$ cat src/common/tcp_tx_cfg.svh
`ifndef TCP_TX_CFG_SVH
`define TCP_TX_CFG_SVH

// payload buffer, 1 KiB by default
`define TCP_RAM_AW 10

// options area is 40 bytes at most
`define TCP_MAX_OPT_WORDS 10

// header length limits in bytes
`define TCP_MIN_HDR_LEN 20
`define TCP_MAX_HDR_LEN 60

`endif

$ cat src/common/tcp_tx_pkg.sv
`include "tcp_tx_cfg.svh"

package tcp_tx_pkg;

    // option kind bytes as they appear on the wire
    typedef enum logic [7:0] {
        TCP_OPT_END       = 8'd0,
        TCP_OPT_NOP       = 8'd1,
        TCP_OPT_MSS       = 8'd2,
        TCP_OPT_WIN       = 8'd3,
        TCP_OPT_SACK_PERM = 8'd4,
        TCP_OPT_SACK      = 8'd5,
        TCP_OPT_TS        = 8'd8
    } tcp_opt_kind_e;

    typedef struct packed {
        logic [31:0] left;  // first seq of the block
        logic [31:0] right; // seq following the block
    } tcp_sack_blk_t;

    typedef struct packed {
        logic                  mss_pres;
        logic [15:0]           mss;
        logic                  win_pres;
        logic [7:0]            win_shift;
        logic                  sack_perm;   // flag is its own presence bit
        logic [2:0]            sack_blocks; // 0 means no sack option
        tcp_sack_blk_t [0:3]   sack;
        logic                  ts_pres;
        logic [31:0]           ts_val;
        logic [31:0]           ts_ecr;
    } tcp_opts_t;

    typedef struct packed {
        logic [15:0] src_port;
        logic [15:0] dst_port;
        logic [31:0] seq;
        logic [31:0] ack;
        logic [8:0]  flags; // ns .. fin
        logic [15:0] win;
        logic [15:0] urg;
    } tcp_hdr_t;

    // everything the host hands over for one segment
    typedef struct packed {
        tcp_hdr_t    hdr;
        tcp_opts_t   opts;
        logic [31:0] src_ip;
        logic [31:0] dst_ip;
        logic [15:0] pay_len;
        logic [15:0] pay_chsum; // ones-complement sum of payload, not inverted
    } tcp_seg_t;

    typedef struct packed {
        logic [0:`TCP_MAX_OPT_WORDS-1][31:0] words; // word 0 goes out first
        logic [3:0]                          cnt;
    } tcp_opt_words_t;

    typedef struct packed {
        logic [7:0] data;
        logic       valid;
        logic       sof;
        logic       eof;
    } tcp_strm_t;

    typedef enum logic [2:0] {
        ST_IDLE,
        ST_BUILD,
        ST_CALC,
        ST_HDR,
        ST_PAY
    } tcp_tx_state_e;

endpackage

$ cat src/tcp_tx/tcp_chsum_calc.sv
`include "tcp_tx_cfg.svh"

module tcp_chsum_calc (
    input  logic                       clk,
    input  logic                       fsm_rst,
    input  logic                       calc_start,
    input  tcp_tx_pkg::tcp_seg_t       seg,
    input  tcp_tx_pkg::tcp_opt_words_t opts,
    input  logic [5:0]                 hdr_len,
    output logic [15:0]                chsum,
    output logic                       chsum_done
);

    logic [15:0]                     tcp_len;
    logic [95:0]                     p_img; // 12-byte pseudo header
    logic [`TCP_MAX_HDR_LEN*8-1:0]   h_img; // header with zero chsum field
    logic [79:0]                     pimg;
    logic [`TCP_MAX_HDR_LEN*8-1:0]   himg;
    logic [31:0]                     pacc, hacc;
    logic [5:0]                      cnt;
    logic                            run, fold;
    logic [31:0]                     sum;
    logic [16:0]                     f1;
    logic [15:0]                     f2;

    assign tcp_len = {10'd0, hdr_len} + seg.pay_len;
    assign p_img   = {seg.src_ip, seg.dst_ip, 8'h00, 8'd6, tcp_len};
    assign h_img   = {seg.hdr.src_port, seg.hdr.dst_port, seg.hdr.seq, seg.hdr.ack,
                      hdr_len[5:2], 3'b000, seg.hdr.flags, seg.hdr.win,
                      16'h0000, seg.hdr.urg, opts.words};

    // final sum and two carry folds
    assign sum = pacc + hacc + {16'd0, seg.pay_chsum};
    assign f1  = {1'b0, sum[31:16]} + {1'b0, sum[15:0]};
    assign f2  = f1[15:0] + {15'd0, f1[16]};

    always_ff @(posedge clk) begin
        if (fsm_rst) begin
            run        <= 1'b0;
            fold       <= 1'b0;
            cnt        <= 6'd0;
            chsum_done <= 1'b0;
        end else begin
            chsum_done <= 1'b0;
            if (calc_start) begin
                run <= 1'b1;
                cnt <= 6'd1; // first pseudo word taken at load
            end else if (run) begin
                cnt <= cnt + 6'd1;
                // 6 pseudo words then hdr_len/2 header words
                if (cnt == 6'd5 + {1'b0, hdr_len[5:1]}) begin
                    run  <= 1'b0;
                    fold <= 1'b1;
                end
            end else if (fold) begin
                fold       <= 1'b0;
                chsum_done <= 1'b1;
            end
        end
    end

    // pseudo and header images shift out 16 bits per cycle
    always_ff @(posedge clk) begin
        if (calc_start) begin
            pimg <= p_img[79:0];
            pacc <= {16'd0, p_img[95:80]};
            himg <= h_img;
            hacc <= 32'd0;
        end else if (run) begin
            if (cnt < 6'd6) begin
                pacc <= pacc + {16'd0, pimg[79:64]};
                pimg <= {pimg[63:0], 16'h0};
            end else begin
                hacc <= hacc + {16'd0, himg[`TCP_MAX_HDR_LEN*8-1 -: 16]};
                himg <= {himg[`TCP_MAX_HDR_LEN*8-17:0], 16'h0};
            end
        end
        if (fold) chsum <= ~f2;
    end

endmodule

$ cat config.mk
export PLATFORM = sky130hd
export DESIGN_NAME = tcp_chsum_calc
export DESIGN_NICKNAME = d
export VERILOG_FILES = /design/src/common/tcp_tx_pkg.sv /design/src/tcp_tx/tcp_chsum_calc.sv
export VERILOG_INCLUDE_DIRS = /design/src /design/src/common
export SDC_FILE = /design/constraint.sdc
export NUM_CORES = 1
export LEC_CHECK = 0
export ABC_AREA = 1
export BUFFER_PORTS_ARGS = -buffer_cell sky130_fd_sc_hd__buf_2
export CAP_MARGIN = 10
export CORE_AREA = 10 10 358 360
export DETAILED_ROUTE_END_ITERATION = 6
export DIE_AREA = 0 0 368 370
export GPL_TIMING_DRIVEN = 1
export SYNTH_ARGS = -nofsm -noshare
export SYNTH_HDL_FRONTEND = slang
export SYNTH_SLANG_ARGS = --single-unit
$ cat constraint.sdc
create_clock -name clk -period 16.9 [get_ports clk]
set_input_delay 1.69 -clock clk [delete_from_list [all_inputs] [get_ports clk]]
set_output_delay 1.69 -clock clk [all_outputs]
set_load 0.02 [all_outputs]
* Word level (Yosys, flattened, before mapping)
Cells that the tools add are included.
** Storage, ports and cells
- Bits of input ports :: 917
- Word-level logic and storage cells :: 55
- Bits in registers :: 649
- Output and inout bits :: 17
** Cells by class
- Order comparisons :: 1
- Mux-type cells :: 17
- Equality and inequality tests :: 3
- Reduce and logical (&&, ||, !) cells :: 9
- Bitwise gates (word level) :: 3
- Add/subtract/negate cells :: 9
** Operators with widths (number)
- 480-bit 2-to-1 mux :: 3
- 80-bit 2-to-1 mux :: 3
- 32-bit by 16-bit adder with 32-bit output :: 3
- 16-bit 2-to-1 mux :: 3
- 32-bit adder :: 1
- 16-bit by 16-bit adder with 17-bit output :: 1
- 16-bit by 1-bit adder with 16-bit output :: 1
- 6-bit by 16-bit adder with 16-bit output :: 1
- 16-bit NOT :: 1
- 2-bit AND reduction :: 5
- 1-bit 2-to-1 mux :: 8
- 3-bit by 5-bit adder with 6-bit output, first input constant :: 1
- 6-bit by 1-bit adder with 6-bit output, second input constant :: 1
- 6-bit equality test :: 1
- 6-bit by 3-bit less-than comparator with 1-bit output, second input constant :: 1
- 2-bit nonzero test :: 2
- 3-bit OR reduction :: 1
- 2-bit by 1-bit != test with 1-bit output, second input constant :: 1
- 2-bit != test, second input constant :: 1
- 1-bit NOT :: 2
- 2-bit OR reduction :: 1

* Depth between registers and ports, before layout
- Depth after elaboration :: 5
- Depth in mapped cells :: 33
- Depth with buffers taken out :: 33

* Worst setup path before layout
OpenSTA, ideal clock, no wires.
- Kind :: input -> register
- From :: in calc_start
- To :: reg himg[0], enable pin
- Required time :: 13547 ps
- Buffers on the path :: 4
- Arrival :: 10045 ps
- Library setup time :: 3353 ps
- Setup slack :: 3502 ps
- Cell stages on the path :: 6
- Cells stage by stage :: buf_2 clkinv_1 clkbuf_1 buf_2 buf_2 nand2_1
** Between the ends
- Cells in the longest elaborated chain, start to end :: 2
- Elaborated cells between the ends (all ways) :: 3
- Those cells by class :: eq/ne: 1; reduce/logical: 2
** Ends and longest elaborated chain
- from (decl) :: line tcp_chsum_calc.sv:6 : input logic calc_start,
- 2-bit != test (no source line) / 2-bit nonzero test (equally long branches)
- 2-bit AND reduction (no source line) (*)
- to (signal assigned) :: line tcp_chsum_calc.sv:67 : himg <= h_img;
- to (signal assigned) :: line tcp_chsum_calc.sv:75 : himg <= {himg[`TCP_MAX_HDR_LEN*8-17:0], 16'h0};
- to (decl) :: line tcp_chsum_calc.sv:18 : logic [`TCP_MAX_HDR_LEN*8-1:0] himg;
Mark *: on every way between the ends. The rest lies on a longest branch, timed or not.
A chain may end at the register's enable or synchronous reset.

* Worst setup path in the final report
- From :: in seg[1] in the netlist's numbering
- To :: reg chsum[11] (data pin)
** Between the ends
- Cells in the longest elaborated chain, start to end :: 4
** Ends and longest elaborated chain
- from (decl) :: line tcp_chsum_calc.sv:7 : input tcp_tx_pkg::tcp_seg_t seg,
- 32-bit by 16-bit adder with 32-bit output :: line tcp_chsum_calc.sv:33 : assign sum = pacc + hacc + {16'd0, seg.pay_chsum};
- 16-bit by 16-bit adder with 17-bit output :: line tcp_chsum_calc.sv:34 : assign f1 = {1'b0, sum[31:16]} + {1'b0, sum[15:0]};
- 16-bit by 1-bit adder with 16-bit output :: line tcp_chsum_calc.sv:35 : assign f2 = f1[15:0] + {15'd0, f1[16]};
- 16-bit NOT :: line tcp_chsum_calc.sv:78 : if (fold) chsum <= ~f2;
- to (signal assigned) :: line tcp_chsum_calc.sv:78
- to (decl) :: line tcp_chsum_calc.sv:10 : output logic [15:0] chsum,
No other way between the ends.

==> out/metrics.cfg <==
[cells_and_area]
final_nets = 5346
area_growth_pct = 21.11
layout-drive-gt1-share_pct = 17.51

[placement]
gp_congestion = 0.8943
port_buffers = 578
dp_hpwl_um = 84820

[power_and_ir_drop]
p_seq_share_pct = 43.8
p_leak_nw = 17.03
pwr-share-comb_pct = 16.2
p_sw_w = 0.001246
power.density_nw_per_um2 = 106.8
switching_share_pct = 28.64
max-vdd-ir-drop_mv = 0.07890
pwr-share-clk_pct = 40.1
internal_power_w = 0.003105

[detailed_routing]
vias = 28359
dr.pass1.iters = 7
first_iter_violations = 2982
avgRoutedWirePerCell_um = 19.26
via_per_inst = 4.716
wirelength_um = 115800
drc = 2
ant_nets = 0

[clock_network]
clockBufferDepth = 3
clock_latency_ns = 0.66
post-cts-setup-buffer-count = 0
numCtsBuffers = 79
cts_root_buffer = clkbuf_16
cts.sinks = 649
holdBufCountCts = 0
clkTransAtPathRegs_ns = 0.05
cts_tree = built
cts_resized = 0
h-tree-depth = 3

[run_status]
violations = DRC
status = complete, but fails checks

[setup_path]
path_delay_family = simple AND/OR/NAND/NOR gates
worstPathMaxFanout = 5
arrival_ns = 6.57
path_common_cell = nand2_1
cp-end-kind = flip-flop
cp_num_buf_inv = 2
worstSetupStartpointType = input port
cpMaxStageDelayCell = fa_1
required_ns = 17.26
crit_path_max_incr_delay_ns = 0.47
worstSetupPathType = in2reg

[synth]
synth.distinct_cells = 48
netlist_area_sq_um = 33640
synthCells = 3819
synth-main-ff-cell = edfxtp_1
ys_seq_elements = 649
ys_async_sr_fraction_pct = 0
synth_edf_count = 557
synth_commonest_cells = nand2_1 (1371), edfxtp_1 (557), o21ai_0 (551)
yosysTopAreaCell = edfxtp_1
synth_fp_nets = 4860
ys_seq_area_share_pct = 55.20
synth_top_area_share_pct = 49.73
yosys-top-cells-area = edfxtp_1 (50%), nand2_1 (15%), o21ai_0 (8.2%), dfxtp_1 (5.5%), ha_1 (3.8%)
yosysMostFrequentCell = nand2_1
synth_warnings = 0
syn_area_per_cell_sq_um = 8.808

[die]
fp.dieArea_sq_um = 136200
dieWidth_um = 368
fp.dieH_um = 370
num_rows = 128
core_sq_um = 121100
initial_utilization_pct = 27.78
ios = 934

[timing]
rsz0062_at_grt = false
drv_slew = 0
worst_pin_slew_ns = 1.113
setup_viol = 0
finalSetupTns_ns = 0
period_minus_slack_ns = 6.210
clock_skew_ns = 0.04683
final_hold_viol_count = 0
relSlewSlack_pct = 25.79
fmax_mhz = 161.0
finalCritPeriodShare_pct = 36.74
fin_hold_ws_ns = 0.4510

[grt]
grt_max_degree = 183
grt_usage_pct = 16.26
grt_pass1_vias = 27412
grt_overflow = 0
grt_pass1_wl_um = 170800
antenna_found_initial = 39

[run]
maxCapViolCount = 0

[min_path]
min_path_type = reg2reg

state kept, by name, indices dropped and copies added, names as in the netlist:
| name | count |
|---|---|
| pimg | 80 |
| cnt | 6 |
| hacc | 32 |
| fold | 1 |
| pacc | 32 |
| himg | 480 |
| run | 1 |
| chsum | 16 |
| chsum_done | 1 |
cells in the final DEF (no fill, tap or decap), drive strengths merged, types with 4 or more instances in the layout:
cell type,netlist,routed
a21o,8,8
a21oi,151,151
a31oi,4,4
buf,33,602
bufinv,0,5
clkbuf,164,108
clkinv,1,24
clkinvlp,0,5
dfxtp,92,92
diode,0,18
edfxtp,557,557
fa,21,21
ha,103,103
inv,194,199
nand2,1380,1380
nand3,146,146
nand4,34,34
nor2,217,217
nor3,21,21
nor4,6,6
o211ai,5,5
o21a,7,7
o21ai,560,560
o21bai,11,11
o31ai,16,16
or2,10,10
xnor2,23,23
xor2,37,37
cell type report:
type	count	area, sq um
fillers	12735	80340
flip-flops and latches	649	18570
multi-input cells	2778	13580
repair buffers	602	3108
clock buffers	108	2200
well taps	1625	2033
inverters	195	739.5
clock inverters	38	465.4
diodes	18	45.04
logic make-up after synthesis:
group | Yosys count | share of synthesized area, %
fa+ha+maj | 124 | 5.081
buf+inv | 392 | 4.497
xor+xnor | 60 | 1.562
compound gates | 772 | 11.96
simple gates | 1822 | 21.69
flops | 649 | 55.20
power groups by stage:
stage / Combinational (W) / Clock [W] / Sequential (W)
final: 0.000704 / 0.00174 / 0.00190
after global routing: 0.000802 / 0.00185 / 0.00191
after CTS: 0.000712 / 0.00179 / 0.00191
after detailed placement: 0.000707 / 0 / 0.00194
after global placement: 0.000706 / 0 / 0.00194
after floorplan: 0.000461 / 0 / 0.00194
path summary, 6_finish.rpt:
path	end	from	cells past startpoint	slack, ns
worst max-delay path	chsum[11]	seg[1]	32	10.69
worst min-delay path	pimg[22]	pimg[22]	2	0.45
worst max register to register	chsum[11]	pacc[1]	31	11.30
worst min register to register	pimg[22]	pimg[22]	2	0.45
routing by layer:
metal	GRT usage, %	wire [um]	up-vias
met5	0	280	-
met4	5.395	3624	38
met3	4.693	10170	191
met2	24.48	50070	1051
met1	22.24	51640	13146
li1	-	-	13933
per-stage QoR:
step / cells / area [sq um] / util (%) / total power (W) / setup slack [ns]
final: 6013 / 40740 / 33.65 / 0.004351 / 10.69
after global routing: 6004 / 40710 / 33.63 / 0.004564 / 10.19
after CTS: 5995 / 40690 / 33.61 / 0.004405 / 10.70
after detailed placement: 5849 / 38030 / 31.41 / 0.002646 / 10.04
after global placement: 5849 / 38030 / 31.41 / 0.002643 / 10.04
after floorplan: 3819 / 33640 / - / 0.002403 / 3.502
worst register-to-register path, delay by kind of cell (launching register included):
| family | cells | cell delay (ns) |
|---|---|---|
| simple gates | 20 | 2.10 |
| fa+ha+maj | 5 | 1.83 |
| compound gates | 5 | 0.80 |
| flops | 1 | 0.51 |
| buf+inv | 1 | 0.06 |
No activity file was read; power rests on OpenSTA's default activity.
