==> src/common/tcp_tx_cfg.svh <==
`ifndef TCP_TX_CFG_SVH
`define TCP_TX_CFG_SVH

// payload buffer, 1 KiB by default
`define TCP_RAM_AW 10

// options area is 40 bytes at most
`define TCP_MAX_OPT_WORDS 10

// header length limits in bytes
`define TCP_MIN_HDR_LEN 20
`define TCP_MAX_HDR_LEN 60

`endif

==> src/common/tcp_tx_pkg.sv <==
`include "tcp_tx_cfg.svh"

package tcp_tx_pkg;

    // option kind bytes as they appear on the wire
    typedef enum logic [7:0] {
        TCP_OPT_END       = 8'd0,
        TCP_OPT_NOP       = 8'd1,
        TCP_OPT_MSS       = 8'd2,
        TCP_OPT_WIN       = 8'd3,
        TCP_OPT_SACK_PERM = 8'd4,
        TCP_OPT_SACK      = 8'd5,
        TCP_OPT_TS        = 8'd8
    } tcp_opt_kind_e;

    typedef struct packed {
        logic [31:0] left;  // first seq of the block
        logic [31:0] right; // seq following the block
    } tcp_sack_blk_t;

    typedef struct packed {
        logic                  mss_pres;
        logic [15:0]           mss;
        logic                  win_pres;
        logic [7:0]            win_shift;
        logic                  sack_perm;   // flag is its own presence bit
        logic [2:0]            sack_blocks; // 0 means no sack option
        tcp_sack_blk_t [0:3]   sack;
        logic                  ts_pres;
        logic [31:0]           ts_val;
        logic [31:0]           ts_ecr;
    } tcp_opts_t;

    typedef struct packed {
        logic [15:0] src_port;
        logic [15:0] dst_port;
        logic [31:0] seq;
        logic [31:0] ack;
        logic [8:0]  flags; // ns .. fin
        logic [15:0] win;
        logic [15:0] urg;
    } tcp_hdr_t;

    // everything the host hands over for one segment
    typedef struct packed {
        tcp_hdr_t    hdr;
        tcp_opts_t   opts;
        logic [31:0] src_ip;
        logic [31:0] dst_ip;
        logic [15:0] pay_len;
        logic [15:0] pay_chsum; // ones-complement sum of payload, not inverted
    } tcp_seg_t;

    typedef struct packed {
        logic [0:`TCP_MAX_OPT_WORDS-1][31:0] words; // word 0 goes out first
        logic [3:0]                          cnt;
    } tcp_opt_words_t;

    typedef struct packed {
        logic [7:0] data;
        logic       valid;
        logic       sof;
        logic       eof;
    } tcp_strm_t;

    typedef enum logic [2:0] {
        ST_IDLE,
        ST_BUILD,
        ST_CALC,
        ST_HDR,
        ST_PAY
    } tcp_tx_state_e;

endpackage

==> src/tcp_tx/tcp_opt_builder.sv <==
`include "tcp_tx_cfg.svh"

module tcp_opt_builder (
    input  logic                       clk,
    input  logic                       fsm_rst,
    input  logic                       build,
    input  tcp_tx_pkg::tcp_opts_t      opts_in,
    output tcp_tx_pkg::tcp_opt_words_t opts,
    output logic                       opt_done
);

    logic [0:14][31:0] proto; // every possible option word, in wire order
    logic [0:14]       pres;
    logic [0:14]       pres_in;
    logic [7:0]        sack_len;
    logic              scan;
    logic [3:0]        slot;

    assign sack_len = {2'b00, opts_in.sack_blocks, 3'b000} + 8'd2; // 8n+2

    // presence per slot, sack blocks gated by count
    assign pres_in = {
        opts_in.mss_pres,
        opts_in.win_pres,
        opts_in.sack_perm,
        opts_in.sack_blocks != 3'd0,
        {2{opts_in.sack_blocks > 3'd0}},
        {2{opts_in.sack_blocks > 3'd1}},
        {2{opts_in.sack_blocks > 3'd2}},
        {2{opts_in.sack_blocks > 3'd3}},
        {3{opts_in.ts_pres}}
    };

    always_ff @(posedge clk) begin
        if (fsm_rst) begin
            scan     <= 1'b0;
            slot     <= 4'd0;
            opt_done <= 1'b0;
            opts.cnt <= 4'd0;
        end else begin
            opt_done <= 1'b0; // single-cycle pulse
            if (build) begin
                proto <= {
                    {tcp_tx_pkg::TCP_OPT_MSS, 8'd4, opts_in.mss},
                    {tcp_tx_pkg::TCP_OPT_NOP, tcp_tx_pkg::TCP_OPT_WIN, 8'd3, opts_in.win_shift},
                    {tcp_tx_pkg::TCP_OPT_NOP, tcp_tx_pkg::TCP_OPT_NOP,
                     tcp_tx_pkg::TCP_OPT_SACK_PERM, 8'd2},
                    {tcp_tx_pkg::TCP_OPT_NOP, tcp_tx_pkg::TCP_OPT_NOP,
                     tcp_tx_pkg::TCP_OPT_SACK, sack_len},
                    opts_in.sack,
                    {tcp_tx_pkg::TCP_OPT_NOP, tcp_tx_pkg::TCP_OPT_NOP,
                     tcp_tx_pkg::TCP_OPT_TS, 8'd10},
                    opts_in.ts_val,
                    opts_in.ts_ecr
                };
                pres       <= pres_in;
                opts.words <= '0;
                opts.cnt   <= 4'd0;
                slot       <= 4'd0;
                scan       <= (pres_in != '0);
                opt_done   <= (pres_in == '0); // nothing to scan, done right away
            end else if (scan) begin
                proto <= {proto[1:14], 32'h0}; // next slot to the head
                pres  <= {pres[1:14], 1'b0};
                slot  <= slot + 4'd1;
                // append if present and still room, later words fall off
                if (pres[0] && opts.cnt < 4'(`TCP_MAX_OPT_WORDS)) begin
                    opts.words[opts.cnt] <= proto[0];
                    opts.cnt             <= opts.cnt + 4'd1;
                end
                if (slot == 4'd14) begin
                    scan     <= 1'b0;
                    opt_done <= 1'b1;
                end
            end
        end
    end

endmodule

==> config.mk <==
export PLATFORM = sky130hd
export DESIGN_NAME = tcp_opt_builder
export DESIGN_NICKNAME = d
export VERILOG_FILES = /design/src/common/tcp_tx_pkg.sv /design/src/tcp_tx/tcp_opt_builder.sv
export VERILOG_INCLUDE_DIRS = /design/src /design/src/common
export SDC_FILE = /design/constraint.sdc
export NUM_CORES = 1
export LEC_CHECK = 0
export ABC_CLOCK_PERIOD_IN_PS = 59100
export CORE_ASPECT_RATIO = 0.75
export CORE_MARGIN = 5
export CORE_UTILIZATION = 45
export CTS_BUF_LIST = sky130_fd_sc_hd__clkbuf_4
export CTS_CLUSTER_DIAMETER = 80
export DETAILED_ROUTE_END_ITERATION = 16
export DONT_BUFFER_PORTS = 1
export REMOVE_ABC_BUFFERS = 1
export SYNTH_ARGS = -nofsm -noshare
export SYNTH_HDL_FRONTEND = slang
export SYNTH_SLANG_ARGS = --single-unit
==> constraint.sdc <==
create_clock -name clk -period 59.1 [get_ports clk]
set_input_delay 8.865 -clock clk [delete_from_list [all_inputs] [get_ports clk]]
set_output_delay 8.865 -clock clk [all_outputs]
set_load 0.03 [all_outputs]
# Word level (Yosys, flattened, before mapping)
# Index checks and enable logic that the tools add are counted.
[totals]
input_bits = 354
wordCells = 72
register_bits = 825
[op_classes]
eq_ne = 1
n_mux = 15
n_reduce_logical = 11
magnitude_cmp = 7
bitwise_logic = 2
n_addsub = 3
[ops]
columns = ["op", "n"]
rows = [
  ["324-bit 2-to-1 mux", 2],
  ["480-bit 2-to-1 mux", 1],
  ["464-bit 2-to-1 mux", 1],
  ["320-bit bitwise mux", 1],
  ["32-bit demux with 4-bit select", 1],
  ["32-bit 2-to-1 mux", 1],
  ["15-bit 2-to-1 mux", 2],
  ["15-bit logical NOT", 1],
  ["15-bit nonzero test", 1],
  ["4-bit by 1-bit adder with 4-bit output (second input constant)", 2],
  ["6-bit by 2-bit adder with 7-bit output (second input constant)", 1],
  ["3-bit by 1-bit greater-than comparator with 1-bit output (second input constant)", 2],
  ["3-bit by 2-bit greater-than comparator with 1-bit output (second input constant)", 2],
  ["1-bit 2-to-1 mux", 6],
  ["5-bit >= comparator (second input constant)", 1],
  ["5-bit by 1-bit less-than comparator with 1-bit output (second input constant)", 1],
  ["4-bit inverter with 5-bit output", 1],
  ["4-bit == test (second input constant)", 1],
  ["4-bit less-than comparator (second input constant)", 1],
  ["2-bit AND reduction", 2],
  ["2-bit nonzero test", 2],
  ["3-bit AND reduction", 1],
  ["3-bit nonzero test", 1],
  ["1-bit logical AND", 2],
  ["2 further kinds", 2],
]

# Depth between registers and ports, before layout
# Gate-level depths: netlist (run 1).
[logic_depth]
word_depth = 8
mapped_depth = 7

# Worst setup path before layout (run 1)
# No wires, ideal clock.
[synth_timing]
path_type = "input port to flip-flop"
start = "input build"
end = "register scan"
path_buffers = 2
path_stages = 5
setup_ns = 0.177
path_slack_ns = 27.677
t_arrival_ns = 31.246
cell_sequence = "buf_2 -> clkbuf_1 -> nor2_1 -> nor2_1 -> and2_1"
[synth_between]
elab_chain_cells = 1
[synth_lines]
columns = ["element", "line_no", "text"]
rows = [
  ["start: declaration", "tcp_opt_builder.sv:6", "input logic build,"],
  ["1-bit 2-to-1 mux", "tcp_opt_builder.sv:42", "if (build) begin"],
  ["end signal: assignment", "tcp_opt_builder.sv:60", "scan <= (pres_in != '0);"],
  ["end: declaration", "tcp_opt_builder.sv:16", "logic scan;"],
]
# Every way passes these cells.
# A chain may end at the register's enable or synchronous reset.

# Final worst setup path (run 1)
[layout_timing]
start = "input build"
end = "register proto[340] (netlist bit), enable pin"
[layout_between]
elab_chain_cells = 2
[layout_lines]
columns = ["element", "line_no", "text"]
rows = [
  ["2-bit nonzero test (no source line)", "-", ""],
  ["2-bit AND reduction (no source line)", "-", ""],
  ["end signal: assignment", "tcp_opt_builder.sv:43", "proto <= {"],
  ["end signal: assignment", "tcp_opt_builder.sv:63", "proto <= {proto[1:14], 32'h0};"],
  ["end: declaration", "tcp_opt_builder.sv:12", "logic [0:14][31:0] proto;"],
]
# Every way passes these cells.

==> summary.md, run 1 <==
| Metric | Value |
|---|---|
| Status | complete, no violations |
| GRT Util Overall | between 20% and 30% |
| Slowest cell on the critical path | buf_4 |
| Core area | 76850 µm² |
| Mapped Avg Cell Area | 13.62 µm² |
| Yosys warning count | 0 |
| CP Launch Point | build |
| Worst hold path stage count | 1 |
| Worst R2R Path Depth | 6 |
| Initial Utilization | 45.41% |
| Detailed Route Iter0 Violations | 2245 |
| WL/cell | 24.75 µm |
| Sw Ratio | 23.75% |
| Number of synthesized register bits | 825 |
| CP peak stage delay | 0.85 ns |
| Pint | 0.9482 mW |
| CP Cell Sequence | nor2_1 > nor2_4 > buf_4 > buf_4 > buf_4 > buf_4 |
| Die area | between 80000 and 90000 µm² |
| Power Dens Cells | 32.72 nW/µm² |
| Row count | 88 |
| Worst R2R Setup Slack | 53.75 ns |
| Vias | 20.52k |
| Clk sinks | roughly 830 |
| Die width | 331.6 µm |
| Dpl hpwl | 58.04 mm |
| Vias/cell | 5.423 |
| Max_cap viols | 0 |
| CTS Buffer Depth | 3 |
| Largest net degree at the start of global routing | 506 |
| Gate Count Post-Synth | 2563 |
| Sequential area share after synthesis | 70.69% |
| Switching Power | 0.2953 mW |
| CP endpoint kind | register |
| Async S/R FF share, synth | 0% |
| Most used flip-flop cell after synthesis | edfxtp_1 |
| Post-layout util | 49.45% |
| Skew final | 0.05203 ns |
| Max Freq | 0.07785 GHz |
| Residual DRC | 0 |
| Most frequent cell on the critical path | buf_4 |
| Maximum vdd drop | 0.01873 mV |
| Clk pwr share | around 38% |
| Synthesized area | 34900 µm² |
| Comb power frac | 4.3% |
| Netlist cell types | 37 |
| Flop pwr share | 58.2% |
| Fin crit share | a little over a fifth |
| Fin. max-slew vios | 0 |
| # resized after CTS | 0 |
| Leakage | 13.08 nW |
| Final hold viol count | 0 |
| CTS Hold Buffers Added | 0 |
| RD Place Congestion | 0.7860 |
| Final WL | 93.65 mm |
| TritonCTS clock tree | yes |
| Layout cell share with drive strength beyond 1 | 25.40% |
| P&R area growth vs syn | 8.898% |
| Endpoints failing setup | 0 |
| RSZ-0062 raised after global routing | no |
| Final ANT Viol Nets | 0 |
| Worst-margin pin slew | 1.295 ns |
| Grt total ovfl | 0 |
| Worst R2R Start | scan |
| Vias in the first global route | 20.03k |
| Fin Setup TNS | 0 ns |
| WS Path Type | in2reg |
| Die H | 251.2 µm |
| Fill count | 6737 |
| First-pass GRT wire length | 133.6 mm |
| Port Buffers | 0 |
| Worst EP arrival | 13.51 ns |
| Max_slew headroom | 13.67% |
| Nets | 2954 |
| Startpoint Class | input pin |
| Post CTS Setup Buffer Count | 0 |
| Post-synth EDFFs | just over 800 |
| Initial antenna violation count | 20 |
| Root cell of the clock tree | clkbuf_4 |
| Hold Path Class | reg2reg |
| Hold path startpoint | proto[441] |
| Worst skew pair latency | 1.07 ns |
| Hold_ws | 0.4612 ns |
| Crit path time final | 12.85 ns |
| CP Max Fanout | 505 |
| Worst-path clk slew | 0.06 ns |
| TritonRoute pass-1 iters | 6 |
| Worst EP required | between 50 and 60 ns |
| CTS buffer count | 200 |
| IO Count | 679 |
| H-tree levels | 4 |
[Yosys cell counts (3+ instances only)]
library cell,count,area share [%]
mux2_2,317,10
buf_6,3,0.097
a21oi_1,324,4.6
inv_1,9,0.097
nor2_1,19,0.20
nand3b_1,7,0.15
nor3b_2,4,0.14
nand2_1,647,7.0
buf_2,106,1.5
or3b_1,4,0.10
buf_4,22,0.47
o21ai_0,7,0.10
buf_1,15,0.16
clkbuf_1,54,0.58
and3b_1,6,0.15
edfxtp_1,815,70
nor2b_1,112,2.0
dfxtp_1,10,0.57
and2_1,34,0.61
or2_2,22,0.39
ha_1,6,0.22
[layer usage]
layer  routed length, µm  track usage [%]
met5                 143                0
met4                3065            8.097
met3               12040            9.834
met2               44740            34.44
met1               33660            25.66
[cell type report]
class                      count  area (µm²)  share of cell area [%]
inverter                       9       33.78                 0.08888
multi-input combinational   1529        9254                   24.35
tap                         1035        1295                   3.407
clock inverter                46       304.0                  0.7999
timing repair buffer          29       217.7                  0.5728
sequential                   825       24670                   64.92
clock buffer                 290        2177                   5.728
antenna                       21       52.55                  0.1383
[cell families (layout without fill, tap and decap cells)]
group                    count (synthesis)  in the layout  share of synthesized area [%]
adder cells (fa/ha/maj)                  6              6                         0.2151
AO/OA/AOI/OAI                          337            337                          4.886
flip-flops                             825            825                          70.69
multiplexers                           317            317                          10.23
XOR/XNOR                                 3              3                        0.07530
AND/OR/NAND/NOR                        866            866                          10.97
other                                    0             21                              0
buffers and inverters                  209            374                          2.929
[per-stage QoR]
step / setup slack, ns / std cells / power (mW) / area [µm²]
6_report: 46.25 / 3784 / 1.244 / 38010
4_1_cts: 46.55 / 3763 / 1.258 / 37960
3_5_place_dp: 45.36 / 3427 / 0.7896 / 35470
2_1_floorplan: 28.12 / 2363 / 0.7890 / 33910
3_3_place_gp: 45.48 / 3427 / 0.7865 / 35470
5_1_grt: 46.19 / 3773 / 1.298 / 37980
[power by group through the flow]
stage          Clock [mW]  Sequential, mW  Combinational (mW)
6_report            0.467           0.724              0.0530
5_1_grt             0.513           0.726              0.0584
4_1_cts             0.481           0.724              0.0535
3_5_place_dp            0           0.736              0.0532
3_3_place_gp            0           0.735              0.0512
2_1_floorplan           0           0.747              0.0423
[cells in the final DEF (no fill, tap or decap), types with 10 or more instances in the layout]
cell	count
diode_2	21
clkbuf_4	290
clkinv_1	30
edfxtp_1	815
mux2_2	317
buf_4	29
nand2_1	647
a21oi_1	324
dfxtp_1	10
and2_1	34
nor2_1	17
or2_2	22
nor2b_1	112
[worst max-delay path, delay by kind of cell]
kind	cells	cell delay, ns
and+or+nand+nor	2	0.99
buffers and inverters	4	3.26
[worst paths after layout]
kind,endpoint
max,proto[340]
min reg2reg,proto[473]
max reg2reg,proto[340]
min,proto[473]
[sequential cells by signal, indices dropped and copies added, names as in the netlist]
signal and cells:
opts 324, scan 1, pres 15, opt_done 1, slot 4, proto 480
No activity file was read; power rests on OpenSTA's default activity.
==> run 2, diff against run 1 <==
--- a/config.mk
+++ b/config.mk
@@ -6,7 +6,7 @@
 export SDC_FILE = /design/constraint.sdc
 export NUM_CORES = 1
 export LEC_CHECK = 0
-export ABC_CLOCK_PERIOD_IN_PS = 59100
+export ABC_CLOCK_PERIOD_IN_PS = 13300
 export CORE_ASPECT_RATIO = 0.75
 export CORE_MARGIN = 5
 export CORE_UTILIZATION = 45
==> constraint.sdc (replaced) <==
create_clock -name clk -period 13.3 [get_ports clk]
set_input_delay 1.995 -clock clk [delete_from_list [all_inputs] [get_ports clk]]
set_output_delay 1.995 -clock clk [all_outputs]
set_load 0.03 [all_outputs]
==> summary.md, run 2 (same netlist as run 1, synthesis figures left out) <==
| Metric | Value |
|---|---|
| Die width | 331.6 µm |
| Final ANT Viol Nets | 0 |
| # resized after CTS | 0 |
| Worst-margin pin slew | 1.284 ns |
| Worst EP required | 13.95 ns |
| Final hold viol count | 0 |
| Worst EP arrival | 4.89 ns |
| Maximum vdd drop | approximately 0.083 mV |
| Critical Path Stages | 4 |
| Residual DRC | 0 |
| Skew final | 0.06007 ns |
| Crit path to | proto[180] |
| Max_slew headroom | between 10% and 20% |
| Max reg flops | 480 |
| Leakage | 13.07 nW |
| Vias in the first global route | 20.57k |
| CP Launch Point | build |
| CP Cell Sequence | nor2_1 > nor2_4 > buf_12 > buf_4 |
| Root cell of the clock tree | clkbuf_4 |
| Worst R2R Path Depth | 5 |
| FF/Latch Area | 24670 µm² |
| Fill count | roughly 6.8k |
| CTS Hold Buffers Added | 0 |
| Worst-path clk slew | 0.07 ns |
| Final WL | 93.59 mm |
| First-pass GRT wire length | 134.4 mm |
| Multi-input logic area | 9254 µm² |
| Largest net degree at the start of global routing | ~510 |
| Worst R2R Setup Slack | roughly 9.3 ns |
| Crit path max-delay family | buffers and inverters |
| Endpoints failing setup | 0 |
| CP endpoint kind | register |
| H-tree levels | 4 |
| Hold_ws | slightly below 0.5 ns |
| RD Place Congestion | a little under 0.8 |
| Core area | between 70000 and 80000 µm² |
| Worst R2R Start | opts[1] |
| Fin Setup TNS | 0 ns |
| R2R Path End | opts[176] |
| Most common cell after layout, fill and taps aside | edfxtp_1 |
| CP Max Fanout | between 500 and 600 |
| Most frequent cells in the layout | edfxtp_1, nand2_1, a21oi_1 |
| GRT Util Overall | 21.57% |
| Startpoint Class | input pin |
| CP peak stage delay | around 0.86 ns |
| Die area | 83290 µm² |
| P&R area growth vs syn | 8.840% |
| Hold path startpoint | proto[321] |
| Largest regs | proto (480), opts (324), pres (15) |
| Max Freq | 0.2360 GHz |
| Post CTS Setup Buffer Count | 0 |
| Fin. max-slew vios | 0 |
| CTS buffer count | 203 |
| Die H | 251.2 µm |
| IO Count | between 600 and 700 |
| Worst skew pair latency | 1.06 ns |
| WL/cell | 24.72 µm |
| Layout cell share with drive strength beyond 1 | about a quarter |
| Row count | 88 |
| Max_cap viols | 0 |
| Fin crit share | a little under a third |
| TritonRoute pass-1 iters | 6 |
| Port Buffers | 0 |
| Initial antenna violation count | 22 |
| Vias | 20.70k |
| CP Buf/Inv Count | 2 |
| Status | complete, no violations |
| RSZ-0062 raised after global routing | no |
| Vias/cell | about 5.5 |
| CTS Buffer Depth | 3 |
| Crit path time final | between 4 and 5 ns |
| Detailed Route Iter0 Violations | 2353 |
| Initial Utilization | 45.41% |
| WS Path Type | in2reg |
| Nets | 2958 |
| Hold Path Class | reg2reg |
| Clk sinks | 825 |
| TritonCTS clock tree | yes |
| Dpl hpwl | 57.23 mm |
| Power Dens Cells | 144.7 nW/µm² |
| Slowest cell on the critical path | buf_4 |
| Most flop-heavy register | proto |
| Grt total ovfl | 0 |
-- run 2: cell count changes in the layout (fill, tap and decap cells not counted) --
cell / before / now
clkbuf_4: 290 / 296
bufinv_16: 4 / 1
buf_12: 0 / 2
clkinv_2: 4 / 2
clkinv_4: 1 / 3
buf_4: 29 / 28
clkinvlp_4: 3 / 2
diode_2: 21 / 20
inv_2: 3 / 4
inv_6: 1 / 0
-- run 2: layout make-up --
type,instances,area share (%)
Multi-Input combinational cell,1529,24.36
Clock buffer,296,5.850
Inverter,9,0.08893
Sequential cell,825,64.95
Timing Repair Buffer,30,0.6587
Clock inverter,42,0.5500
Tap cell,1035,3.409
Antenna cell,20,0.1317
-- run 2: metal layers --
metal / global-route usage (%) / routed length (µm) / vias up
met5: 0 / 106 / -
met4: 7.502 / 2561 / 16
met3: 9.942 / 12270 / 184
met2: 34.47 / 44680 / 1162
met1: 26.08 / 33970 / 9998
li1: - / - / 9338
-- run 2: where the power goes --
group          leakage (nW)  switching (mW)  total, mW  internal (mW)
Combinational          3.66           0.130      0.237          0.107
Clock                  1.46            1.02       2.05           1.03
Sequential             7.95           0.177       3.21           3.04
Total                  13.1            1.33       5.50           4.17
-- run 2: worst min path at each step --
stage	to	slack, ns	depth (start not counted)
CTS	proto[425]	0.48	1
global route	proto[425]	0.50	1
global placement	proto[80]	0.48	1
floorplan	slot[3]	0.47	2
detailed placement	proto[425]	0.49	1
finish	proto[353]	0.49	1
-- run 2: worst reg2reg max path, delay by kind of cell, from the launching register on --
family / cells / cell delay [ns]
buf+inv: 2 / 1.72
simple gates: 1 / 0.73
compound gates: 2 / 0.55
flops: 1 / 0.51
-- run 2: stage by stage --
stage | util, % | setup WS [ns] | cells | area, µm² | total power [mW]
after CTS | 49.36 | 9.235 | 3766 | 37940 | 5.560
after floorplan | - | -10.81 | 2363 | 33910 | 3.506
after global routing | 49.41 | 9.073 | 3781 | 37980 | 5.741
after detailed placement | 46.20 | 8.079 | 3428 | 35510 | 3.509
final | 49.43 | 9.062 | 3786 | 37990 | 5.499
after global placement | 46.20 | 8.189 | 3428 | 35510 | 3.495
